==> config.mk <==
export PLATFORM = sky130hd
export DESIGN_NAME = fe_pc_gen
export DESIGN_NICKNAME = d
export VERILOG_FILES = /design/src/design/fe_pkg.sv /design/src/design/fe_pc_gen.sv
export SDC_FILE = /design/constraint.sdc
export NUM_CORES = 1
export LEC_CHECK = 0
export BUFFER_PORTS_ARGS = -buffer_cell sky130_fd_sc_hd__buf_2
export CORE_UTILIZATION = 40
export CTS_CLUSTER_SIZE = 8
export DETAILED_ROUTE_END_ITERATION = 6
export GPL_TIMING_DRIVEN = 0
export MAX_ROUTING_LAYER = met4
export PLACE_DENSITY = 0.69
export SLEW_MARGIN = 20
export SYNTH_ARGS = -nofsm -noshare
export SYNTH_HDL_FRONTEND = slang
export SYNTH_SLANG_ARGS = --single-unit
export TNS_END_PERCENT = 5
==> constraint.sdc <==
create_clock -name clk_i -period 2.25 [get_ports clk_i]
set_input_delay 0.45 -clock clk_i [delete_from_list [all_inputs] [get_ports clk_i]]
set_output_delay 0.45 -clock clk_i [all_outputs]
set_load 0.005 [all_outputs]
==> src/design/fe_pkg.sv <==
package fe_pkg;

  // address and storage sizes
  localparam int vaddr_width_lp     = 32;
  localparam int imem_depth_lp      = 256;  // words
  localparam int imem_addr_width_lp = 8;
  localparam int queue_depth_lp     = 4;
  localparam int queue_ptr_width_lp = 2;

  // two halfword parcels of one fetch word, hi at the higher address
  typedef struct packed {
    logic [15:0] hi;
    logic [15:0] lo;
  } parcel_s;

  // one fetch word, read whole or as two parcels
  typedef union packed {
    logic [31:0] full;
    parcel_s     parcel;
  } fetch_word_u;

  // pc of the fetched word with the word itself
  typedef struct packed {
    logic [vaddr_width_lp-1:0] pc;
    fetch_word_u               word;
  } fe_fetch_s;

  // finished instruction as handed to the back end
  typedef struct packed {
    logic [vaddr_width_lp-1:0] pc;
    logic [31:0]               instr;         // compressed ones zero extended
    logic                      iscompressed;
    logic                      isfirstinstr;  // low for the 2nd parcel of a word
  } fe_inst_s;

endpackage

==> src/design/fe_pc_gen.sv <==
`timescale 1ns/1ps

module fe_pc_gen (
  input  logic                              clk_i,
  input  logic                              rst_n_i,
  input  logic                              redirect_v_i,
  input  logic [fe_pkg::vaddr_width_lp-1:0] redirect_pc_i,
  input  logic                              fetch_ready_i,
  output logic                              fetch_v_o,
  output logic [fe_pkg::vaddr_width_lp-1:0] fetch_pc_o
);

  logic [fe_pkg::vaddr_width_lp-1:0] pc_q;
  logic [fe_pkg::vaddr_width_lp-1:0] pc_next_word;
  logic                              run_q;  // set by the first redirect

  // next word boundary, a halfword pc drops bit 1 here
  assign pc_next_word = {pc_q[fe_pkg::vaddr_width_lp-1:2] + 1'b1, 2'b00};

  always_ff @(posedge clk_i or negedge rst_n_i) begin
    if (!rst_n_i) begin
      pc_q  <= '0;
      run_q <= 1'b0;
    end else if (redirect_v_i) begin
      pc_q  <= redirect_pc_i;
      run_q <= 1'b1;
    end else if (run_q && fetch_ready_i) begin
      pc_q  <= pc_next_word;  // word consumed by the aligner
    end
  end

  assign fetch_v_o  = run_q;
  assign fetch_pc_o = pc_q;

  // only word and halfword fetch addresses exist in RV32C
  pc_halfword_aligned_a : assert property (
    @(posedge clk_i) disable iff (!rst_n_i)
    fetch_v_o |-> !fetch_pc_o[0]
  ) else $error("fetch pc not halfword aligned: %h", fetch_pc_o);

endmodule

* After elaboration in Yosys (flattened, before gate mapping)
Cells that the tools add are included.
** Word-level totals
- Bits in registers :: 33
- Output and inout port bits :: 33
** Operators by class
- Add/subtract/negate cells :: 1
- Multiplexer cells :: 2
- Reductions and logical operators :: 2
** Operators with widths (count)
- 2-to-1 mux 32 bit :: 2
- adder 30 x 1 -> 30 bit (second input constant) :: 1
- nonzero test 2 bit :: 1
- logical AND 1 bit :: 1

* Longest topological paths before layout
- Depth in word-level cells :: 3
- Gate-level depth with buffers :: 6

* Least setup slack after synthesis
Ideal clock, no wire load.
- Kind :: register to register
- Start point :: reg pc_q (netlist bit fetch_pc_o[9])
- End point :: reg pc_q (netlist bit fetch_pc_o[26])
- Setup time :: 0.125 ns
- Arrival :: 1.529 ns
- Required time :: 2.125 ns
- Setup slack :: 0.596 ns
- Cell stages (with the launch flop) :: 7
- Clock period less this slack :: 1.654 ns
- Cells stage by stage :: dfrtp_1 and4_1 buf_2 nand3_2 nor4_2 xor2_1 mux2_2
** Between the ends
- Word-level cells in the longest chain between the ends :: 3
** Ends and longest elaborated chain
- start: declaration :: RTL line fe_pc_gen.sv:13 : logic [fe_pkg::vaddr_width_lp-1:0] pc_q;
- start signal: assignment :: RTL line fe_pc_gen.sv:25 : pc_q <= redirect_pc_i;
- start signal: assignment :: RTL line fe_pc_gen.sv:28 : pc_q <= pc_next_word;
- adder 30 x 1 -> 30 bit :: RTL line fe_pc_gen.sv:18 : assign pc_next_word = {pc_q[fe_pkg::vaddr_width_lp-1:2] + 1'b1, 2'b00};
- 2-to-1 mux 32 bit :: RTL line fe_pc_gen.sv:27 : end else if (run_q && fetch_ready_i) begin
- 2-to-1 mux 32 bit :: RTL line fe_pc_gen.sv:24 : end else if (redirect_v_i) begin
No other way between the ends. The select of a mux whose other input is x is not followed.
A chain may end at the register's enable or synchronous reset.

* Worst setup path after layout
- Start point :: reg pc_q (netlist bit fetch_pc_o[2])
- End point :: reg pc_q (netlist bit fetch_pc_o[26])
Same word-level chain as after synthesis.

==> results.cfg <==
[run_status]
outcome = complete, but fails checks
violations = design-rule violations

[yosys]
synthCells = 200
synthTopCellsByArea = dfrtp_1 44%, xnor2_1 8.9%, nand2_1 8.2%
seq_area_frac_synth = 0.440
synth_top_area_share = 0.440
synth_area_um2 = 1880
dominantRegCellSynth = dfrtp_1
synth_seq_cells = 33
synth_top_family_by_area = simple AND/OR/NAND/NOR gates
synth_area_leader_cell = dfrtp_1
synth_fp_nets = 237
synth_simple_gate_area_frac = 0.292
synthArstFlopShare = 1.00
synth_adder_area_share = 0.00667
yosysWarnings = 0
synthMuxAreaShare = 0.0173
synthXorXnorAreaFrac = 0.135
ys_types = 27
synth_compound_area_frac = 0.0801
synth_edf_count = 0
synth_area_per_cell_um2 = 9.38

[finish]
layout_common_cells = 68 x buf_2, 41 x nand2_1, 33 x dfrtp_1, 30 x o21ai_1, 19 x xnor2_1
fin_nets = 311
final_core_util = 0.532
area_delta_synth_final_pct = 26.0
diodes = 0
final_common_cell = buf_2
drive_gt1_frac = 0.328

[drt]
ant_nets = 0
dr.pass1.iters = 6
vias = 1705
wirelength_mm = 4.52
drc = 12
vias_per_cell = 5.23
avgRoutedWirePerCell_um = 13.9
drt_iter0_drc = 74

[clock_tree]
ctsHoldBuffers = 0
cts_tree = yes
root_buffer = clkbuf_8
cts_made_buffers = 5
path_clk_slew_ns = 0.07
cts-htree-levels = 2
insertion_delay_ns = 0.29
cts_buffer_depth = 2
post_cts_buffers = 0
cts-resized-gates = 0
cts.sinks = 33

[pwr]
p_leak_nw = 1.02
ir_worst_vdd_v = 0.000357
power_density_nw_per_um2 = 597

[global_routing]
grt_max_degree = 34
antenna_found_initial = 0
grt_pass1_vias = 1685
grt_pass1_wl_mm = 7.79
grt_usage = 0.207
gr-total-overflow = 0

[timing]
layout_setup_ws_ns = 0.433
rsz0062_at_grt = no
slew_headroom = 0.516
hold_violations = 0
finalSetupTns_ns = 0
fin_crit_sh = 0.807
worst-slew-pin-transition_ns = 0.726
worst_clock_skew_ns = 0.00735
drv_slew = 0
final-setup-viol-count = 0
finalCriticalPeriod_ns = 1.82
max_freq_mhz = 550

[floorplan]
die_h_um = 70.5
ios = 69
chipWidth_um = 70.5
start_util = 0.422
design.die.area_um2 = 4970
rows = 24
coreArea_um2 = 4440

[place]
gp_congestion = 0.764
pre_cts_slack_ns = 0.422
dp_hpwl_mm = 3.41
port_buffers = 67

[critical_path]
cpMaxStageDelayCell = dfrtp_1
cp_num_buf_inv = 0
worst_path_largest_cell_delay_ns = 0.44
end_kind = flip-flop
crit_fanout = 5
path_delay_family = simple AND/OR/NAND/NOR gates
critPathKind = reg2reg
crit_path_cell_trace = ha_1 -> and4_1 -> nand3_1 -> nor4_2 -> xor2_1 -> mux2_2
crit_required_ns = 2.43
cp-start-kind = flip-flop
cp_data_arrival_time_ns = 1.99

[min_path]
hold_class = in2async

[run]
drv_cap = 0
logic make-up (layout without fill, tap and decap cells):
family / count (synthesis) / count (layout)
AND/OR/NAND/NOR: 92 / 92
XOR/XNOR: 29 / 29
AO/OA/AOI/OAI: 30 / 30
adder cells (fa/ha/maj): 1 / 1
buffers and inverters: 12 / 86
multiplexers: 3 / 3
flip-flops: 33 / 33
cell usage after synthesis, types with 2 or more instances:
cell type,instances
and3_1,4
and4_1,5
clkbuf_1,7
dfrtp_1,33
inv_1,3
mux2_2,2
nand2_1,41
nand3_1,7
nand4_1,11
nor2_1,4
nor3_1,4
nor4_2,8
o21ai_1,30
xnor2_1,19
xor2_1,10
layout make-up:
type	instances	area, µm²
Timing Repair Buffer	67	335
Buffer	9	42.5
Tap cell	52	65.1
Inverter	3	11.3
Fill cell	425	2080
Sequential cell	33	826
Clock buffer	7	86.3
Multi-Input combinational cell	155	996
power breakdown:
part	internal (mW)	total (mW)	switching [mW]	leakage (nW)
sequential	0.648	0.723	0.0751	0.398
clock	0.243	0.450	0.207	0.0443
combinational	0.121	0.239	0.118	0.574
per-stage QoR:
stage | hold slack [ns] | instance area, µm² | std cells | total power [mW]
after global routing | 0.282 | 2360 | 326 | 1.49
after detailed placement | 0.524 | 2280 | 319 | 0.975
final | 0.217 | 2360 | 326 | 1.41
after floorplan | 0.154 | 1880 | 200 | 0.844
after global placement | 0.508 | 2280 | 319 | 0.968
after CTS | 0.246 | 2360 | 326 | 1.43
per-layer routing:
metal | up-vias | global-route usage | routed length, µm
met4 | 0 | 0.0771 | 74
met5 | - | - | 0
li1 | 848 | - | -
met2 | 54 | 0.330 | 2150
met1 | 796 | 0.259 | 2050
met3 | 7 | 0.0433 | 242
path summary, 6_finish.rpt:
path / start / end / slack, ns / cells past startpoint
max: fetch_pc_o[2] / fetch_pc_o[26] / 0.43 / 6
min: rst_n_i / fetch_pc_o[24] / 0.22 / 1
max reg2reg: fetch_pc_o[2] / fetch_pc_o[26] / 0.43 / 6
min reg2reg: fetch_pc_o[1] / fetch_pc_o[1] / 0.53 / 2
max in group asynchronous: rst_n_i / fetch_pc_o[3] / 1.57 / 1
min in group clk_i: redirect_pc_i[25] / fetch_pc_o[25] / 0.37 / 3
sequential cells by signal, summed over array words and instances (netlist names):
register    cells
fetch_pc_o     32
fetch_v_o       1
(Power assumes the default switching activity.)
