===== config.mk =====
export PLATFORM = sky130hd
export DESIGN_NAME = fe_queue
export DESIGN_NICKNAME = d
export VERILOG_FILES = /design/src/design/fe_pkg.sv /design/src/design/fe_queue.sv
export SDC_FILE = /design/constraint.sdc
export NUM_CORES = 1
export LEC_CHECK = 0
export ABC_AREA = 1
export BUFFER_PORTS_ARGS = -buffer_cell sky130_fd_sc_hd__buf_2
export CAP_MARGIN = 20
export CORE_AREA = 3 3 110 190
export CTS_BUF_LIST = sky130_fd_sc_hd__clkbuf_8
export DETAILED_ROUTE_END_ITERATION = 16
export DIE_AREA = 0 0 113 193
export GPL_TIMING_DRIVEN = 0
export PLACE_DENSITY = 0.77
export SYNTH_ARGS = -nofsm -noshare
export SYNTH_HDL_FRONTEND = slang
export SYNTH_SLANG_ARGS = --single-unit

===== constraint.sdc =====
create_clock -name clk_i -period 4 [get_ports clk_i]
set_clock_uncertainty 0.15 [all_clocks]
set_input_delay 0.2 -clock clk_i [delete_from_list [all_inputs] [get_ports clk_i]]
set_output_delay 0.2 -clock clk_i [all_outputs]
set_load 0.05 [all_outputs]

===== src/design/fe_pkg.sv =====
package fe_pkg;

  // address and storage sizes
  localparam int vaddr_width_lp     = 32;
  localparam int imem_depth_lp      = 256;  // words
  localparam int imem_addr_width_lp = 8;
  localparam int queue_depth_lp     = 4;
  localparam int queue_ptr_width_lp = 2;

  // two halfword parcels of one fetch word, hi at the higher address
  typedef struct packed {
    logic [15:0] hi;
    logic [15:0] lo;
  } parcel_s;

  // one fetch word, read whole or as two parcels
  typedef union packed {
    logic [31:0] full;
    parcel_s     parcel;
  } fetch_word_u;

  // pc of the fetched word with the word itself
  typedef struct packed {
    logic [vaddr_width_lp-1:0] pc;
    fetch_word_u               word;
  } fe_fetch_s;

  // finished instruction as handed to the back end
  typedef struct packed {
    logic [vaddr_width_lp-1:0] pc;
    logic [31:0]               instr;         // compressed ones zero extended
    logic                      iscompressed;
    logic                      isfirstinstr;  // low for the 2nd parcel of a word
  } fe_inst_s;

endpackage


===== src/design/fe_queue.sv =====
`timescale 1ns/1ps

module fe_queue (
  input  logic             clk_i,
  input  logic             rst_n_i,
  input  logic             flush_i,
  input  logic             enq_v_i,
  input  fe_pkg::fe_inst_s enq_i,
  output logic             ready_o,
  input  logic             deq_i,
  output logic             inst_v_o,
  output fe_pkg::fe_inst_s inst_o
);

  fe_pkg::fe_inst_s mem_q [fe_pkg::queue_depth_lp];

  logic [fe_pkg::queue_ptr_width_lp-1:0] wr_ptr_q;
  logic [fe_pkg::queue_ptr_width_lp-1:0] rd_ptr_q;
  logic [fe_pkg::queue_ptr_width_lp:0]   count_q;  // one extra bit for full
  logic                                  do_enq;
  logic                                  do_deq;

  assign ready_o  = count_q != fe_pkg::queue_depth_lp;
  assign inst_v_o = count_q != '0;
  assign inst_o   = mem_q[rd_ptr_q];

  assign do_enq = enq_v_i && ready_o;
  assign do_deq = deq_i && inst_v_o;  // empty queue ignores deq

  always_ff @(posedge clk_i or negedge rst_n_i) begin
    if (!rst_n_i) begin
      wr_ptr_q <= '0;
      rd_ptr_q <= '0;
      count_q  <= '0;
    end else if (flush_i) begin
      wr_ptr_q <= '0;
      rd_ptr_q <= '0;
      count_q  <= '0;
    end else begin
      if (do_enq) begin
        wr_ptr_q <= wr_ptr_q + 1'b1;  // wraps at depth
      end
      if (do_deq) begin
        rd_ptr_q <= rd_ptr_q + 1'b1;
      end
      if (do_enq && !do_deq) begin
        count_q <= count_q + 1'b1;
      end else if (do_deq && !do_enq) begin
        count_q <= count_q - 1'b1;
      end
    end
  end

  always_ff @(posedge clk_i) begin
    if (do_enq && !flush_i) begin
      mem_q[wr_ptr_q] <= enq_i;
    end
  end

  // producer must watch ready_o
  no_enq_when_full_a : assert property (
    @(posedge clk_i) disable iff (!rst_n_i)
    (enq_v_i && !flush_i) |-> count_q != fe_pkg::queue_depth_lp
  ) else $error("enqueue into full instruction queue");

endmodule


; After elaboration in Yosys (flattened, before gate mapping)
; Memory sizes are Yosys's and may differ from the RTL's.
; Cells that the tools add are included.
[word_totals]
input_bits = 71
output_inout_bits = 68
ram_bits = 264
ff_bits = 7
mem_count = 1
elab_cells = 30
[classes]
reduce_logical = 12
n_mux = 9
add_sub_neg = 4
eq_ne = 1
[memory_table]
columns = name, depth, width, read_ports, rd_ports_with_merged_regs, write_ports, line_no
row1 = mem_q, 4, 66, 1, 0, 1, fe_queue.sv:15  ; fe_pkg::fe_inst_s mem_q [fe_pkg::queue_depth_lp];
[op_table]
columns = operator, n
row1 = two-way mux 3 bit, 3
row2 = two-way mux 2 bit, 4
row3 = nonzero test 3 bit, 2
row4 = logical AND 1 bit, 5
row5 = "adder 2 x 1 -> 2 bit, second input constant", 2
row6 = nonzero test 2 bit, 2
row7 = "adder 3 x 1 -> 3 bit, second input constant", 1
row8 = logical NOT 1 bit, 3
row9 = "inequality test 3 bit, second input constant", 1
row10 = "subtractor 3 x 1 -> 3 bit, second input constant", 1
row11 = two-way mux 1 bit, 2

; Longest topological paths before layout
[logic_depth]
word_depth = 7
depth_mapped = 12

; Worst setup path before layout
; Ideal clock, no wire load.
[synth_path]
path_kind = register -> register
from = reg count_q[0] in the netlist's numbering
to = mem mem_q[0][0] in the netlist's numbering (enable)
setup_slack_ns = -0.405
arrival_ns = 3.765
path_buffers = 0
stages_incl_launch_ff = 7
synth_period_minus_slack_ns = 4.405
setup_ns = 0.490
t_required_ns = 3.360
cell_sequence = dfrtp_1 > nor2_4 > nand2_2 > nand2_2 > inv_2 > nand2_1 > nor2_1
[synth_between]
elab_chain_len = 5
[synth_lines]
columns = item, line_no
row1 = from (decl), fe_queue.sv:19  ; logic [fe_pkg::queue_ptr_width_lp:0] count_q;
row2 = from (signal assigned), fe_queue.sv:47  ; count_q <= count_q + 1'b1;
row3 = from (signal assigned), fe_queue.sv:49  ; count_q <= count_q - 1'b1;
row4 = inequality test 3 bit, fe_queue.sv:23  ; assign ready_o = count_q != fe_pkg::queue_depth_lp;
row5 = net ready_o, fe_queue.sv:9  ; output logic ready_o,
row6 = logical AND 1 bit, fe_queue.sv:27  ; assign do_enq = enq_v_i && ready_o;
row7 = logical AND 1 bit, fe_queue.sv:55  ; if (do_enq && !flush_i) begin
row8 = two-way mux 1 bit, fe_queue.sv:55
row9 = two-way mux 1 bit (implied by the code), fe_queue.sv:56  ; mem_q[wr_ptr_q] <= enq_i;
row10 = to (decl), fe_queue.sv:15
; The timed path passes the listed nets, and every way through them passes these cells.

==> metrics <==
post-DP HPWL=15.0 mm; fin crit share=65.7%; total global-route track usage=21.3%; PortBufs=138; Via Count=6745; Syn Area/Cell=14.8 sq um; hold_ws=300 ps; Worst Hold Depth=2; Final Max Tran Viols=0; clock tree buffer depth=3; asr flop ratio synth=2.58%; clock slew at reported path FFs=70 ps; Final Setup Violations=0; status=complete, no violations; die footprint=0.0218 sq mm; number of global-route vias before repair=6903; CTS Buf Count=37; P&R area growth vs syn=24.9%; FF/Latch Area=0.00810 sq mm; worst-path fanout max=10; number of flops mapped to enable cells by yosys=264; post-route minimum period=2630 ps; Final Hold Vio Count=0; routed wire length=23.4 mm; largest area contributor in the netlist=edfxtp_1; Worst Path Arrival=2280 ps; CTS Root Cell=clkbuf_8; Multi-input gate area=0.00197 sq mm; cells after synthesis=705; Seq cells post-synth=271; CTS tree=done; drt drc=0; path depth of the worst reg2reg path=8; Slew @ Worst Pin=895 ps; WL per Instance=19.0 microns; clock latency at the later pin of the worst-skew pair=500 ps; startpoint of the worst hold path=enq_i[12]; CP endpoint kind=primary output; Post-CTS Setup Repair Bufs=0; post-route ant nets=0; Post-Route Setup TNS=0 ps; GP Congestion=0.761; placed cells=1092; Initial Util=53.7%; Core Area=0.0194 sq mm; share of cells above drive strength 1=27.2%; initial DRC count=367; total power density per cell area=584 mW/mm^2; Net Count, Synth=781; Hold Crit Class=input pin to flip-flop; CTS sink cnt=271; die width=113 microns; CP Data Required Time=3650 ps; max cap viols=0; Critical Path Start=rd_ptr_q[0]; area share of the largest cell type after synthesis=75.9%; Die H=193 microns; f_max=0.380 GHz; FF-to-FF Start=count_q[0]; FP Rows=67; Peak VDD IR=0.419 mV; first drt pass iteration count=5; top-count cell post-synth=edfxtp_1; H-tree levels=2; Cell variety after synth=31; Critical Setup Path Class=flip-flop to primary output; antenna violations before repair=0; RR Endpoint=mem_q[0][50]; Hold Crit Endpoint=mem_q[3][12]; final-layout fill cell count=1355; GR Overflow Total=0; first-pass GRT wire length=36.0 mm; most instantiated cells after synthesis=264 x edfxtp_1, 125 x o21ai_0, 108 x nor2_1; RSZ-0062 raised after global routing=no; Cell Area, Synth=0.0104 sq mm; warnings from Yosys=0; flop-to-flop setup slack=1390 ps; Top FF cell, synth=edfxtp_1; vias per inst=5.48; Slew HR=40.2%; largest net degree at the start of global routing=28; Area contributors post-synth=edfxtp_1 76%, o21ai_0 6.0%, nor2_1 3.9%; non-filler cells, final=1230; total power draw=7620 uW; crit path launch type=flip-flop; sequential-to-total area share from yosys stat=77.6%; # IOs=139; Leakage=0.00469 uW; Final nets=1037
[area by class of cell]
cell class | instances | area share (%)
sequential | 271 | 62.1
multi-input combinational | 374 | 15.1
timing repair buffer | 217 | 12.0
clock buffer | 39 | 4.12
buffer | 44 | 2.56
tap | 241 | 2.31
clock inverter | 27 | 1.25
inverter | 16 | 0.518
antenna | 1 | 0.0192
[kinds of logic after synthesis]
logic type | Yosys count | synth area share [%]
xor+xnor | 1 | 0.0839
simple gates | 165 | 7.05
buf+inv | 60 | 3.85
fa+ha+maj | 5 | 0.671
compound gates | 203 | 10.7
flops | 271 | 77.6
[routing by layer]
metal / share of wire (%) / vias up / GRT usage (%)
met1: 36 / 3279 / 23.8
li1: - / 3154 / -
met3: 4.8 / 65 / 3.03
met4: 3.3 / 0 / 9.44
met5: 0 / - / 0
met2: 56 / 247 / 40.0
[registers in the layout, summed over array words and instances, names as in the netlist]
name / count
count_q: 3
mem_q: 264
rd_ptr_q: 2
wr_ptr_q: 2
[metrics by stage]
stage,setup WS (ps),cell area [sq um],util [%]
3_3_place_gp,-2370,11400,58.8
4_1_cts,1290,13000,67.0
6_report,1370,13000,67.1
2_1_floorplan,-405,10400,-
5_1_grt,1190,13000,67.0
3_5_place_dp,1370,11600,59.8
[worst max path at each step]
stage,to,slack (ps)
4_1_cts,inst_o[44],1290
3_3_place_gp,mem_q[3][12],-2370
3_5_place_dp,mem_q[0][11],1370
6_report,inst_o[7],1370
5_1_grt,mem_q[0][0],1190
2_1_floorplan,mem_q[0][0],-410
[power breakdown]
| group | leakage [uW] | total, uW | internal, uW | switching [uW] |
|---|---|---|---|---|
| combinational | 0.00182 | 2310 | 594 | 1720 |
| clock | 0.000389 | 1980 | 1030 | 948 |
| sequential | 0.00249 | 3330 | 3280 | 48.0 |
[layout by cell type, fill, tap and decap left out, types with 2 or more instances in the layout]
cell type and instances:
a21oi_1 2, buf_12 11, buf_2 149, buf_4 3, buf_6 3, buf_8 4, bufinv_16 2, clkbuf_1 12
clkbuf_2 6, clkbuf_8 39, clkinv_1 11, clkinvlp_4 2, dfrtp_1 7, dlygate4sd3_1 71, edfxtp_1 264, ha_1 4
inv_1 24, inv_2 2, nand2_1 14, nand2_2 3, nand3_1 4, nand4_1 3, nor2_1 104, nor2_2 30
nor2_4 5, o21ai_0 125, o21ai_1 9, o22ai_1 63, o22ai_2 3
[timing repair]
item                                   4_1_cts  5_1_grt
hold buffers                                71        0
endpoints found under the hold margin      277        0
setup endpoints to repair                    0        0
resized for setup                            0        0
[worst max-delay path: stages, from the launching register on]
cell,delay (ps)
dfrtp_1,370
buf_6,160
inv_8,80
clkbuf_1,400
o21ai_0,160
o22ai_1,270
buf_2,330
(Power assumes the default switching activity.)
