File: config.mk
export PLATFORM = sky130hd
export DESIGN_NAME = fe_aligner
export DESIGN_NICKNAME = d
export VERILOG_FILES = /design/src/design/fe_pkg.sv /design/src/design/fe_aligner.sv
export SDC_FILE = /design/constraint.sdc
export NUM_CORES = 1
export LEC_CHECK = 0
export ABC_AREA = 0
export CORE_MARGIN = 2
export CORE_UTILIZATION = 57
export DETAILED_ROUTE_END_ITERATION = 12
export DONT_BUFFER_PORTS = 1
export GPL_ROUTABILITY_DRIVEN = 0
export GPL_TIMING_DRIVEN = 0
export PLACE_DENSITY_LB_ADDON = 0.3
export SYNTH_ARGS = -nofsm -noshare
export SYNTH_HDL_FRONTEND = slang
export SYNTH_SLANG_ARGS = --single-unit
File: constraint.sdc
create_clock -name clk_i -period 1.8 [get_ports clk_i]
set_input_delay 0.36 -clock clk_i [delete_from_list [all_inputs] [get_ports clk_i]]
set_output_delay 0.36 -clock clk_i [all_outputs]
set_load 0.05 [all_outputs]
File: src/design/fe_pkg.sv
package fe_pkg;

  // address and storage sizes
  localparam int vaddr_width_lp     = 32;
  localparam int imem_depth_lp      = 256;  // words
  localparam int imem_addr_width_lp = 8;
  localparam int queue_depth_lp     = 4;
  localparam int queue_ptr_width_lp = 2;

  // two halfword parcels of one fetch word, hi at the higher address
  typedef struct packed {
    logic [15:0] hi;
    logic [15:0] lo;
  } parcel_s;

  // one fetch word, read whole or as two parcels
  typedef union packed {
    logic [31:0] full;
    parcel_s     parcel;
  } fetch_word_u;

  // pc of the fetched word with the word itself
  typedef struct packed {
    logic [vaddr_width_lp-1:0] pc;
    fetch_word_u               word;
  } fe_fetch_s;

  // finished instruction as handed to the back end
  typedef struct packed {
    logic [vaddr_width_lp-1:0] pc;
    logic [31:0]               instr;         // compressed ones zero extended
    logic                      iscompressed;
    logic                      isfirstinstr;  // low for the 2nd parcel of a word
  } fe_inst_s;

endpackage

File: src/design/fe_aligner.sv
`timescale 1ns/1ps

module fe_aligner (
  input  logic              clk_i,
  input  logic              rst_n_i,
  input  logic              flush_i,
  input  fe_pkg::fe_fetch_s fetch_i,
  input  logic              fetch_v_i,
  output logic              fetch_ready_o,
  input  logic              queue_ready_i,
  output logic              inst_v_o,
  output fe_pkg::fe_inst_s  inst_o
);

  // upper parcel of an instruction that crosses into the next word
  logic                              pend_v_q;
  logic                              pend_v_n;
  logic [15:0]                       pend_parcel_q;
  logic [15:0]                       pend_parcel_n;
  logic [fe_pkg::vaddr_width_lp-1:0] pend_pc_q;
  logic [fe_pkg::vaddr_width_lp-1:0] pend_pc_n;

  logic second_q;  // word held for its upper compressed
  logic second_n;
  logic first_q;   // nothing emitted since the last redirect
  logic first_n;

  fe_pkg::fetch_word_u               word;
  logic [fe_pkg::vaddr_width_lp-1:0] upper_pc;
  logic                              go;
  logic                              lo_c;
  logic                              hi_c;

  assign word     = fetch_i.word;
  assign upper_pc = {fetch_i.pc[fe_pkg::vaddr_width_lp-1:2], 2'b10};
  assign go       = fetch_v_i && queue_ready_i;  // full queue freezes everything

  // low bits 11 start a 32-bit instruction
  assign lo_c = word.parcel.lo[1:0] != 2'b11;
  assign hi_c = word.parcel.hi[1:0] != 2'b11;

  always_comb begin
    pend_v_n      = pend_v_q;
    pend_parcel_n = pend_parcel_q;
    pend_pc_n     = pend_pc_q;
    second_n      = second_q;
    first_n       = first_q;

    fetch_ready_o       = 1'b0;
    inst_v_o            = 1'b0;
    inst_o.pc           = fetch_i.pc;
    inst_o.instr        = word.full;
    inst_o.iscompressed = 1'b0;

    if (go) begin
      if (second_q) begin
        // upper compressed of the held word
        inst_v_o            = 1'b1;
        inst_o.pc           = upper_pc;
        inst_o.instr        = {16'b0, word.parcel.hi};
        inst_o.iscompressed = 1'b1;
        second_n            = 1'b0;
        fetch_ready_o       = 1'b1;
      end else if (fetch_i.pc[1]) begin
        // lower parcel of a halfword target belongs to older code
        fetch_ready_o = 1'b1;
        if (hi_c) begin
          inst_v_o            = 1'b1;
          inst_o.pc           = upper_pc;
          inst_o.instr        = {16'b0, word.parcel.hi};
          inst_o.iscompressed = 1'b1;
        end else begin
          pend_v_n      = 1'b1;  // wait for the next word
          pend_parcel_n = word.parcel.hi;
          pend_pc_n     = upper_pc;
        end
      end else begin
        inst_v_o = 1'b1;
        if (pend_v_q) begin
          // finish the crossing instruction
          inst_o.pc    = pend_pc_q;
          inst_o.instr = {word.parcel.lo, pend_parcel_q};
        end else if (lo_c) begin
          inst_o.instr        = {16'b0, word.parcel.lo};
          inst_o.iscompressed = 1'b1;
        end

        if (!pend_v_q && !lo_c) begin
          fetch_ready_o = 1'b1;  // plain aligned 32-bit word
        end else if (hi_c) begin
          pend_v_n = 1'b0;
          second_n = 1'b1;
        end else begin
          pend_v_n      = 1'b1;
          pend_parcel_n = word.parcel.hi;
          pend_pc_n     = upper_pc;
          fetch_ready_o = 1'b1;
        end
      end
    end

    inst_o.isfirstinstr = !(inst_o.iscompressed && inst_o.pc[1]) || first_q;
    if (inst_v_o) begin
      first_n = 1'b0;
    end
  end

  always_ff @(posedge clk_i or negedge rst_n_i) begin
    if (!rst_n_i) begin
      pend_v_q <= 1'b0;
      second_q <= 1'b0;
      first_q  <= 1'b0;
    end else if (flush_i) begin
      pend_v_q <= 1'b0;
      second_q <= 1'b0;
      first_q  <= 1'b1;
    end else begin
      pend_v_q <= pend_v_n;
      second_q <= second_n;
      first_q  <= first_n;
    end
  end

  // pending parcel data, meaningful only with pend_v_q
  always_ff @(posedge clk_i) begin
    pend_parcel_q <= pend_parcel_n;
    pend_pc_q     <= pend_pc_n;
  end

  no_emit_when_full_a : assert property (
    @(posedge clk_i) disable iff (!rst_n_i)
    inst_v_o |-> queue_ready_i
  ) else $error("aligner emitted into a full queue");

  // the pc stays on the held word until its upper parcel is out
  hold_keeps_pc_a : assert property (
    @(posedge clk_i) disable iff (!rst_n_i)
    second_q |-> $stable(fetch_i.pc)
  ) else $error("fetch pc moved while a word was held");

endmodule

=== After elaboration in Yosys (flattened, before gate mapping) ===
Index checks and enable logic that the tools add are counted.

* Output and inout bits: 68
* Input bits: 69
* Bits in registers: 51
* Logic and storage cells: 59

* Equality and inequality tests: 6
* Reduce and logical (&&, ||, !) cells: 11
* Mux-type cells: 36
* Bitwise gates (word level): 1

{| class="wikitable"
|+ Operators by type and width
! cell !! number
|-
| $mux W65 || 3
|-
| $mux W32 || 5
|-
| $mux W16 || 3
|-
| $mux W34 || 1
|-
| $mux W33 || 1
|-
| $mux W1 || 23
|-
| $ne A2 B2 Y1 const B || 4
|-
| $ne A3 B3 Y1 const B || 2
|-
| $reduce_and A4 Y1 || 1
|-
| $reduce_bool A2 Y1 || 2
|-
| $logic_and A1 B1 Y1 || 3
|-
| $logic_not A1 Y1 || 3
|-
| $reduce_and A3 Y1 || 1
|-
| $logic_or A1 B1 Y1 || 1
|-
| $not A1 Y1 || 1
|}

=== Longest topological paths before layout ===
Gate-level depths: netlist of run 1.

* Depth after elaboration: 9
* Depth in mapped cells: 6
* Depth with buffers taken out: 4

=== Least setup slack after synthesis of run 1 ===
No wires, ideal clock.

* Path kind: flip-flop to output port
* Start: register second_q
* End: output inst_o[0] in the netlist's numbering
* Arrival: 2511 ps
* Buffers on the path: 1
* Path slack: -1071 ps
* Cell stages (with the launch flop): 5
* Data required time: 1440 ps
* Cell sequence: dfrtp_1 buf_6 nor2_1 o21ai_0 nand3_1

{| class="wikitable"
|+ RTL lines
! what !! RTL line !! source
|-
| start: declaration || fe_aligner.sv:23 || <nowiki>logic second_q;</nowiki>
|-
| start signal: assignment || fe_aligner.sv:119 || <nowiki>second_q <= second_n;</nowiki>
|-
| end: declaration || fe_aligner.sv:12 || <nowiki>output fe_pkg::fe_inst_s inst_o</nowiki>
|}

==> reports/qor_table.md, run 1 <==
| Stage | Item | This run |
| --- | --- | --- |
| run | Max Cap Violations | 0 |
| place | Post-place instance area | 0.00291 mm² |
| power | Leakage power summed over all cells | 1.40 nW |
| sta | Worst setup skew after layout | 6.70 ps |
| worst setup path | Worst Path Max Fanout | 5 |
| place | Cell Count Post-Placement | 244 |
| cells and area | Proportion of layout cells with a drive suffix above 1 | 58.2% |
| sta | Maximum clock rate | 469 MHz |
| clocking | Number of buffers on the longest clock path | 2 |
| yosys | Synth warn | 0 |
| yosys | Average size of a mapped cell | 13.7 µm² |
| grt | First-pass GRT wire length | 10000 µm |
| routing | 1st-pass router iterations | 4 |
| clocking | Cell chosen for the clock root | sky130_fd_sc_hd__clkbuf_8 |
| yosys | Register bit count reported by yosys | 49 |
| power | Total power | 2.86 mW |
| yosys | Gate count after technology mapping | 192 |
| worst hold path | Worst Hold Launch | flush_i |
| clocking | CTS tree | done |
| cells and area | Number of nets in the layout | 293 |
| cells and area | Post-route design area | 0.00366 mm² |
| clocking | Clock buffers created by TritonCTS | 5 |
| routing | Total routed wirelength | 7260 µm |
| worst setup path | Worst reg2reg path endpoint | pend_pc_q[8]$_DFFE_PP_ |
| place | HPWL Detailed | 4480 µm |
| clocking | Maximum level of the CTS H-tree | 2 |
| grt | Global-route usage over all layers | 25.8% |
| sta | Worst hold slack | 110 ps |
| outcome | Violated checks | setup timing |
| cells and area | Layout overhead on the synthesized area | 39.3% |
| yosys | Post-synth EDFFs | 46 |
| sta | # setup viols final | 67 |
| yosys | Distinct cell type count of the synthesized netlist | 34 |
| cells and area | Ant. Diodes | 0 |
| grt | Initial antenna violation count | 0 |
| worst setup path | Setup slack on the worst flop-to-flop path | 40 ps |
| clocking | CTS sink count | 49 |
| sta | Total Negative Setup Slacks | -19770 ps |
| yosys | Sequential-to-total area share from yosys stat | 55.5% |
| worst setup path | Kind of capture point of the worst setup path | output port |
| sta | Fin. Hold Viols | 0 |
| sta | Normalized max-slew margin | 61.1% |
| yosys | Main flop type after synthesis | sky130_fd_sc_hd__edfxtp_1 |
| power | Peak supply drop | 0.673 mV |
| worst hold path | Worst hold path type | input port to flip-flop |
| worst hold path | Cell count of the worst hold path | 1 |
| yosys | Mapped Area | 0.00263 mm² |
| clocking | Clock-pin slew reported for the worst setup and hold paths after clock tree synthesis | 90 ps |
| routing | Total number of vias | 1913 |
| yosys | Post-synth net total | 261 |
| floorplan | IO Pins | 137 |
| place | Number of port buffers | 0 |
| sta | Minimum clock period | 2130 ps |
| worst setup path | Reg-to-Reg Start | second_q$_DFFE_PN0P_ |
| floorplan | Standard-cell row count | 24 |
| yosys | Share of synthesized registers carrying an async set or reset | 6.12% |
| grt | Largest net degree at the start of global routing | 47 |
| floorplan | Starting Density | 59.9% |
| floorplan | Y dimension of the die | 71.9 µm |
| floorplan | Core ar. | 0.00438 mm² |
| floorplan | Width of the die | 71.9 µm |
| routing | Antenna violation net count after detailed routing | 0 |
| power | Power per unit of standard cell area | 783 mW/mm² |
| routing | Vias per inst | 6.91 |
| clocking | Insertion delay to the later sink of the worst-skew pair | 290 ps |
| sta | Fraction of the cycle the final worst path needs | 118% |
| sta | Slew at the pin with the worst max-slew slack | 584 ps |
| worst hold path | Worst hold endpoint | second_q$_DFFE_PN0P_ |
| floorplan | Total Die Area | 0.00516 mm² |
| grt | Vias in the first global route | 2027 |
| grt | Residual overflow from global routing | 0 |
| routing | DRC violation total after the first TritonRoute iteration | 117 |
| worst setup path | WP data arrival | 1770 ps |
| cells and area | Non-filler cells, final | 277 |
| outcome | Run status | complete, but fails checks |
| routing | DRC violations left | 0 |
| worst setup path | CP startpoint kind | flip-flop |
| worst setup path | Depth of the worst register-to-register path | 2 |
| sta | Fin. max-slew vios | 0 |
| cells and area | Fillers | 207 |
| worst setup path | Type of the setup path with the least slack | flip-flop to output port |
| worst setup path | Critical path origin | second_q$_DFFE_PN0P_ |
| sta | Worst Slack Setup Final | -332 ps |
| sta | RSZ-0062 raised after global routing | true |
| routing | Average wire per standard cell | 26.2 µm |
| worst setup path | Required time worst endpoint | 1440 ps |
-- metal layers --
layer  routed length, µm  GRT usage [%]  vias to the layer above
li1                    -              -                      816
met1                2530           29.6                      967
met2                3850           44.7                      116
met3                 727           10.1                       14
met4                 162           7.34                        0
met5                   0              0                        -
-- through the flow --
stage               setup slack [ps]  util [%]
floorplan                       -186         -
global placement                -266      66.3
detailed placement              -283      66.3
CTS                             -334      79.4
global route                    -400      83.4
finish                          -332      83.4
-- synth_stat cells (2+ instances only) --
cell	instances	share of area [%]
sky130_fd_sc_hd__nand3_1	2	0.38
sky130_fd_sc_hd__edfxtp_1	46	53
sky130_fd_sc_hd__mux2_1	6	2.6
sky130_fd_sc_hd__buf_4	5	1.4
sky130_fd_sc_hd__buf_6	6	2.6
sky130_fd_sc_hd__nor2_1	10	1.4
sky130_fd_sc_hd__mux2_2	24	10
sky130_fd_sc_hd__inv_1	3	0.43
sky130_fd_sc_hd__dfrtp_1	3	2.9
sky130_fd_sc_hd__a22o_1	25	8.3
sky130_fd_sc_hd__nand2_1	10	1.4
sky130_fd_sc_hd__nor2_4	2	0.86
sky130_fd_sc_hd__a22o_2	3	1.1
sky130_fd_sc_hd__o22ai_1	2	0.48
sky130_fd_sc_hd__a21o_1	14	4.0
sky130_fd_sc_hd__o21ai_0	5	0.95
sky130_fd_sc_hd__a21oi_1	9	1.7
-- final cells by class --
class                      count  area, µm²  area share, %
tap                           52       65.1           1.78
sequential                    49       1460           39.9
timing repair buffer          27        289           7.91
buffer                        11        154           4.21
clock inverter                 2       38.8           1.06
inverter                       4       17.5          0.479
multi-input combinational    126       1560           42.7
clock buffer                   6       72.6           1.98
-- report_power, final --
group	switching [mW]	internal, mW	total, mW
sequential	0.00924	1.27	1.28
combinational	0.555	0.256	0.811
clock	0.355	0.417	0.772
-- worst max-delay path, stage by stage (launching register included) --
cell	delay (ps)
sky130_fd_sc_hd__dfrtp_2	470
sky130_fd_sc_hd__buf_6	160
sky130_fd_sc_hd__nor2_4	170
sky130_fd_sc_hd__nand2_4	100
sky130_fd_sc_hd__o21ai_4	180
sky130_fd_sc_hd__buf_6	170
sky130_fd_sc_hd__a22o_4	210
-- state kept, by name, indices dropped and copies added (netlist names) --
signal	flops
second_q	1
pend_v_q	1
first_q	1
pend_parcel_q	16
pend_pc_q	30
-- what timing repair did --
action                     in CTS  in global routing
pin swaps                      29                 29
setup buffers                  11                 11
gates resized for setup        76                 24
hold buffers                    1                  0
setup endpoints to repair     113                113
hold endpoints to repair        3                  0
gates cloned                    3                  2
-- placed cells by master (no fill, tap or decap), types with 2 or more instances in the layout --
master / count
sky130_fd_sc_hd__edfxtp_1: 46
sky130_fd_sc_hd__mux2_4: 30
sky130_fd_sc_hd__buf_6: 18
sky130_fd_sc_hd__a22o_4: 14
sky130_fd_sc_hd__a22o_1: 14
sky130_fd_sc_hd__a21o_4: 14
sky130_fd_sc_hd__buf_4: 11
sky130_fd_sc_hd__nand2_1: 7
sky130_fd_sc_hd__nor2_4: 6
sky130_fd_sc_hd__nor2_1: 6
sky130_fd_sc_hd__a21oi_1: 5
sky130_fd_sc_hd__clkbuf_8: 5
sky130_fd_sc_hd__o21ai_4: 4
sky130_fd_sc_hd__a21oi_4: 4
sky130_fd_sc_hd__buf_12: 3
sky130_fd_sc_hd__inv_1: 3
sky130_fd_sc_hd__buf_8: 2
sky130_fd_sc_hd__nand2_2: 2
sky130_fd_sc_hd__o22ai_4: 2
sky130_fd_sc_hd__dfrtp_1: 2
-- worst max path at each step --
stage / to / slack [ps] / cells after the start
finish: inst_o[31] / -330 / 6
detailed placement: inst_o[0] / -280 / 5
global route: inst_o[48] / -400 / 6
CTS: inst_o[30] / -330 / 8
floorplan: inst_o[0] / -190 / 5
global placement: inst_o[0] / -270 / 5
-- cells by family after synthesis --
kind of cell,count (synthesis),share of synthesized area (%)
AOI/OAI and AO/OA,66,20.0
buffers and inverters,17,5.53
DFF,49,55.5
muxes,30,12.9
and+or+nand+nor,30,6.15
(Power assumes the default switching activity.)
==> run 2: changes to the inputs <==
- CORE_UTILIZATION: 57 -> 63
- HOLD_SLACK_MARGIN: unset -> 0.1
- clock period: 1.8 -> 2.12 ns (I/O delays scaled with it)
==> run 2 against run 1 <==
Net effect: final area grew 2.9%; the flow still finishes with violations (setup timing); clock power is 7.8% higher; die area decreased by 9.0%; global-route usage increased by 8.8 points; hold slack better by 43 ps; first-iteration DRC count grew to 2.7 times the previous value; worst setup slack better by 80 ps; cell count increased by 1.1%; sequential share of layout area fell by 1.1 points; sequential power shrank 15%; via count grew 16%.
==> reports/qor_table.md, run 2 (synthesis gave the netlist of run 1 again) <==
| Stage | Item | This run |
| --- | --- | --- |
| power | Sw power | 866 µW |
| sta | Worst setup skew after layout | 15.8 ps |
| floorplan | Width of the die | 68.6 µm |
| place | HPWL Detailed | 4230 µm |
| grt | Global-route usage over all layers | 34.5% |
| power | Leakage power summed over all cells | 1.46 nW |
| clocking | CTS tree | done |
| floorplan | Standard-cell row count | 23 |
| cells and area | Ant. Diodes | 0 |
| cells and area | Number of flip-flops in the largest register | 30 |
| worst setup path | Critical path capture point | inst_o[14] |
| worst setup path | Critical path origin | second_q$_DFFE_PN0P_ |
| worst hold path | Worst hold path type | input port to flip-flop |
| worst setup path | Worst reg2reg path endpoint | pend_pc_q[23]$_DFFE_PP_ |
| floorplan | Total Die Area | 0.00470 mm² |
| cells and area | Number of nets in the layout | 298 |
| routing | 1st-pass router iterations | 7 |
| routing | Total number of vias | 2212 |
| outcome | Run status | complete, but fails checks |
| sta | Fin. max-slew vios | 0 |
| grt | First-pass GRT wire length | 11200 µm |
| outcome | Violated checks | setup timing |
| clocking | Number of buffers on the longest clock path | 2 |
| sta | Fraction of the cycle the final worst path needs | 112% |
| run | Max Cap Violations | 0 |
| floorplan | Y dimension of the die | 68.6 µm |
| cells and area | Top reg by flops | pend_pc_q |
| sta | Total Negative Setup Slacks | -11200 ps |
| floorplan | Core ar. | 0.00400 mm² |
| sta | RSZ-0062 raised after global routing | true |
| clocking | Maximum level of the CTS H-tree | 2 |
| power | Total power | 2.65 mW |
| cells and area | Most used cells in the layout excluding fill and tap cells | sky130_fd_sc_hd__edfxtp_1, sky130_fd_sc_hd__mux2_4, sky130_fd_sc_hd__buf_6 |
| sta | # setup viols final | 65 |
| routing | Antenna violation net count after detailed routing | 0 |
| grt | Initial antenna violation count | 0 |
| routing | Vias per inst | 7.90 |
| cells and area | Most common library cell in the layout ignoring fill and taps | sky130_fd_sc_hd__edfxtp_1 |
| clocking | Clock buffers created by TritonCTS | 5 |
| power | Peak supply drop | 0.702 mV |
| power | Switching share of total power | 32.7% |
| clocking | Clock-pin slew reported for the worst setup and hold paths after clock tree synthesis | 110 ps |
| worst setup path | Type of the setup path with the least slack | flip-flop to output port |
| worst setup path | Reg-to-Reg Start | second_q$_DFFE_PN0P_ |
| routing | DRC violations left | 0 |
| cells and area | Post-route design area | 0.00376 mm² |
| power | Clock Power Share | 31.4% |
| power | Total internal power | 1.78 mW |
| floorplan | Starting Density | 65.6% |
| worst setup path | CP startpoint kind | flip-flop |
| grt | Residual overflow from global routing | 0 |
| cells and area | Proportion of layout cells with a drive suffix above 1 | 59.6% |
| sta | Worst Slack Setup Final | -252 ps |
| cells and area | Fillers | 84 |
| worst setup path | Depth of the worst register-to-register path | 3 |
| clocking | CTS sink count | 49 |
| clocking | Cell chosen for the clock root | sky130_fd_sc_hd__clkbuf_8 |
| cells and area | Layout overhead on the synthesized area | 43.3% |
| sta | Minimum clock period | 2370 ps |
| floorplan | IO Pins | 137 |
| cells and area | Leading registers by flop count | pend_pc_q: 30 flops, pend_parcel_q: 16 flops |
| place | Post-place instance area | 0.00270 mm² |
| worst setup path | Setup slack on the worst flop-to-flop path | 210 ps |
| grt | Vias in the first global route | 2051 |
| worst setup path | Required time worst endpoint | 1700 ps |
| sta | Fin. Hold Viols | 0 |
| routing | DRC violation total after the first TritonRoute iteration | 317 |
| sta | Maximum clock rate | 422 MHz |
| power | Flop pwr share | 41.1% |
| power | Power per unit of standard cell area | 704 mW/mm² |
| routing | Total routed wirelength | 10300 µm |
| worst setup path | Kind of capture point of the worst setup path | output port |
| power | Share of power burned in combinational logic | 27.4% |
| worst setup path | Worst Path Max Fanout | 5 |
| place | Number of port buffers | 0 |
| worst setup path | WP data arrival | 1950 ps |
| sta | Slew at the pin with the worst max-slew slack | 606 ps |
| routing | Average wire per standard cell | 36.7 µm |
| clocking | Insertion delay to the later sink of the worst-skew pair | 320 ps |
| worst hold path | Worst Hold Launch | flush_i |
| sta | Normalized max-slew margin | 59.6% |
| grt | Largest net degree at the start of global routing | 47 |
-- run 2: worst min-delay path by stage --
stage	end	slack, ps	cells after the start
floorplan	first_q$_DFFE_PN0P_	130	0
finish	pend_v_q$_DFFE_PN0P_	150	1
CTS	second_q$_DFFE_PN0P_	170	1
global placement	first_q$_DFFE_PN0P_	130	0
global route	pend_v_q$_DFFE_PN0P_	140	1
detailed placement	pend_v_q$_DFFE_PN0P_	130	0
-- run 2: power groups by stage --
stage          Clock, mW  Combinational (mW)  Sequential (mW)
5_1_grt            0.858               0.739             1.09
3_5_place_dp           0               0.515             1.11
6_report           0.832               0.727             1.09
4_1_cts            0.799               0.660             1.09
2_1_floorplan          0               0.484             1.10
3_3_place_gp           0               0.508             1.11
-- run 2: final cells by class --
cell class                 instances  area (µm²)  area share [%]
buffer                            11         173            4.59
clock buffer                       5        68.8            1.83
multi-input combinational        126        1550            41.2
clock inverter                     3        68.8            1.83
sequential                        49        1460            38.7
tap                               50        62.6            1.66
timing repair buffer              32         365            9.71
inverter                           4        17.5           0.466
-- run 2: worst max-delay path: stages, from the launching register on --
cell                      delay [ps]
sky130_fd_sc_hd__dfrtp_2         460
sky130_fd_sc_hd__buf_12          150
sky130_fd_sc_hd__and3b_2         290
sky130_fd_sc_hd__nor2_4           80
sky130_fd_sc_hd__buf_6           150
sky130_fd_sc_hd__a22o_1          230
sky130_fd_sc_hd__a21o_4          260
-- run 2: through the flow --
stage	worst slack, ps	hold slack (ps)	util [%]	instances
5_1_grt	-292	141	94.1	280
4_1_cts	-129	173	90.0	270
3_5_place_dp	-226	128	67.4	242
2_1_floorplan	-265	128	-	192
6_report	-252	153	94.1	280
3_3_place_gp	-378	128	67.4	242
-- run 2: repair_timing --
action | in CTS | in global routing
cloned | 4 | 1
resized for setup | 131 | 22
setup endpoints to repair | 65 | 110
pin swaps | 25 | 18
buffers inserted | 16 | 12
hold buffers | 1 | 0
hold endpoints to repair | 3 | 0
-- run 2: layer usage --
layer | part of all wire (%) | global-route usage [%] | up-vias
met1 | 32 | 41.3 | 1062
met3 | 13 | 11.7 | 53
li1 | - | - | 827
met4 | 5.5 | 12.0 | 0
met5 | 0 | 0 | -
met2 | 50 | 58.2 | 270
==> run 3: changes to the inputs <==
- CORE_UTILIZATION: 63 -> 39
==> run 3 against run 2 <==
Net effect: the run still ends with setup timing left; combinational power shrank 9.8%; maximum frequency grew 8.2%; utilization shrank 40 points; clock skew shrank 7.9 ps.
==> reports/qor_table.md, run 3 (synthesis gave the netlist of run 1 again) <==
| Stage | Item | This run |
| --- | --- | --- |
| routing | Vias per inst | 5.98 |
| worst setup path | CP startpoint kind | flip-flop |
| routing | DRC violations left | 0 |
| worst hold path | Worst hold path type | input port to flip-flop |
| cells and area | Non-filler cells, final | 294 |
| sta | RSZ-0062 raised after global routing | true |
| sta | Fin. max-slew vios | 0 |
| sta | Fraction of the cycle the final worst path needs | 103% |
| grt | Initial antenna violation count | 0 |
| cells and area | Top reg by flops | pend_pc_q |
| place | HPWL Detailed | 4100 µm |
| floorplan | Width of the die | 86.0 µm |
| routing | Total met2 wirelength after detailed routing | 3170 µm |
| clocking | CTS sink count | 49 |
| sta | Worst hold slack | 171 ps |
| cells and area | Proportion of layout cells with a drive suffix above 1 | 56.2% |
| power | Switching share of total power | 34.3% |
| power | Leakage power summed over all cells | 1.33 nW |
| sta | # setup viols final | 55 |
| cells and area | Most used cells in the layout excluding fill and tap cells | sky130_fd_sc_hd__edfxtp_1, sky130_fd_sc_hd__mux2_4, sky130_fd_sc_hd__buf_4 |
| grt | Vias in the first global route | 1884 |
| cells and area | Number of flip-flops in the largest register | 30 |
| routing | Routed met3 length | 529 µm |
| outcome | Run status | complete, but fails checks |
| worst setup path | Worst Path Max Fanout | 5 |
| power | Sw power | 793 µW |
| power | Share of power burned in combinational logic | 28.3% |
| grt | Residual overflow from global routing | 0 |
| cells and area | Most common library cell in the layout ignoring fill and taps | sky130_fd_sc_hd__edfxtp_1 |
| run | Max Cap Violations | 0 |
| sta | Fin. Hold Viols | 0 |
| clocking | CTS tree | done |
| floorplan | Starting Density | 40.9% |
| power | Peak supply drop | 0.353 mV |
| grt | First-pass GRT wire length | 9470 µm |
| clocking | Number of buffers on the longest clock path | 2 |
| power | Clock Power Share | 24.8% |
| worst setup path | WP data arrival | 1770 ps |
| floorplan | Total Die Area | 0.00740 mm² |
| routing | Average wire per standard cell | 21.7 µm |
| cells and area | Number of nets in the layout | 285 |
| power | Total internal power | 1.52 mW |
| worst setup path | Kind of capture point of the worst setup path | output port |
| outcome | Violated checks | setup timing |
| routing | DRC violation total after the first TritonRoute iteration | 67 |
| clocking | Clock-pin slew reported for the worst setup and hold paths after clock tree synthesis | 90 ps |
| floorplan | Y dimension of the die | 86.0 µm |
| cells and area | Leading registers by flop count | pend_pc_q: 30 flops, pend_parcel_q: 16 flops |
| routing | Total number of vias | 1757 |
| worst setup path | Type of the setup path with the least slack | flip-flop to output port |
| sta | Minimum clock period | 2190 ps |
| worst setup path | Required time worst endpoint | 1700 ps |
| floorplan | IO Pins | 137 |
| cells and area | Ant. Diodes | 0 |
| routing | Antenna violation net count after detailed routing | 0 |
| sta | Normalized max-slew margin | 58.7% |
| routing | Top layer in use | met4 |
| routing | 1st-pass router iterations | 4 |
| sta | Maximum clock rate | 456 MHz |
| grt | Global-route usage over all layers | 16.5% |
| clocking | Cell chosen for the clock root | sky130_fd_sc_hd__clkbuf_8 |
| sta | Worst setup skew after layout | 7.90 ps |
| sta | Worst Slack Setup Final | -73.5 ps |
| grt | Largest net degree at the start of global routing | 47 |
| sta | Slew at the pin with the worst max-slew slack | 620 ps |
| power | Flop pwr share | 46.9% |
| worst setup path | Setup slack on the worst flop-to-flop path | 360 ps |
| clocking | Maximum level of the CTS H-tree | 2 |
| cells and area | Layout overhead on the synthesized area | 33.4% |
| clocking | Insertion delay to the later sink of the worst-skew pair | 300 ps |
| place | Cell Count Post-Placement | 269 |
| routing | Total routed wirelength | 6370 µm |
| place | Number of port buffers | 0 |
| routing | Post-route met1 wirelength | 2630 µm |
| floorplan | Core ar. | 0.00642 mm² |
| clocking | Clock buffers created by TritonCTS | 5 |
| floorplan | Standard-cell row count | 29 |
| power | Power per unit of standard cell area | 661 mW/mm² |
| sta | Total Negative Setup Slacks | -1740 ps |
## run 3: per-layer routing
layer,GRT usage (%),vias to the layer above
met5,0,-
met4,4.62,0
met3,4.72,5
met2,26.8,91
met1,21.7,856
li1,-,805
## run 3: worst max-delay path: stages (launching register included)
cell and delay, ps:
sky130_fd_sc_hd__dfrtp_1 380, sky130_fd_sc_hd__buf_6 140, sky130_fd_sc_hd__nor2_2 150, sky130_fd_sc_hd__nand2_2 90, sky130_fd_sc_hd__a21oi_4 430, sky130_fd_sc_hd__nand3_4 270
## run 3: what timing repair did
action                                 CTS  global route
hold buffers                             1             0
endpoints found under the hold margin    3             0
gates resized for setup                114            15
pin swaps                               23            12
buffers inserted                        12             2
gates cloned                             1             1
setup endpoints to repair              111            63
## run 3: path summary, 6_finish.rpt
| kind | from | to | depth (start not counted) |
|---|---|---|---|
| max | pend_v_q$_DFFE_PN0P_ | inst_o[0] | 5 |
| min in group asynchronous | rst_n_i | first_q$_DFFE_PN0P_ | 1 |
| max in group asynchronous | rst_n_i | second_q$_DFFE_PN0P_ | 1 |
| min | flush_i | second_q$_DFFE_PN0P_ | 1 |
| max reg2reg | pend_v_q$_DFFE_PN0P_ | pend_pc_q[15]$_DFFE_PP_ | 4 |
| min reg2reg | first_q$_DFFE_PN0P_ | first_q$_DFFE_PN0P_ | 2 |
## run 3: per-stage QoR
stage | total power, mW | cell area (µm²) | utilization, % | worst slack, ps
detailed placement | 1.62 | 2730 | 42.5 | -213
global placement | 1.62 | 2730 | 42.5 | -400
finish | 2.31 | 3500 | 54.5 | -73.5
floorplan | 1.59 | 2630 | - | -265
CTS | 2.32 | 3400 | 53.0 | -101
global route | 2.38 | 3500 | 54.5 | -144
## run 3: power groups by stage
stage	Clock (mW)	Sequential [mW]	Combinational [mW]
finish	0.573	1.09	0.656
global route	0.621	1.09	0.675
CTS	0.596	1.09	0.639
detailed placement	0	1.11	0.516
global placement	0	1.11	0.516
floorplan	0	1.10	0.484
## run 3: final cells by class
type / count / area [µm²]
well taps: 77 / 96.3
inverters: 4 / 17.5
plain buffers: 13 / 166
flip-flops and latches: 49 / 1460
fillers: 526 / 2920
repair buffers: 17 / 173
clock inverters: 3 / 25.0
clock buffers: 5 / 68.8
multi-input cells: 126 / 1500
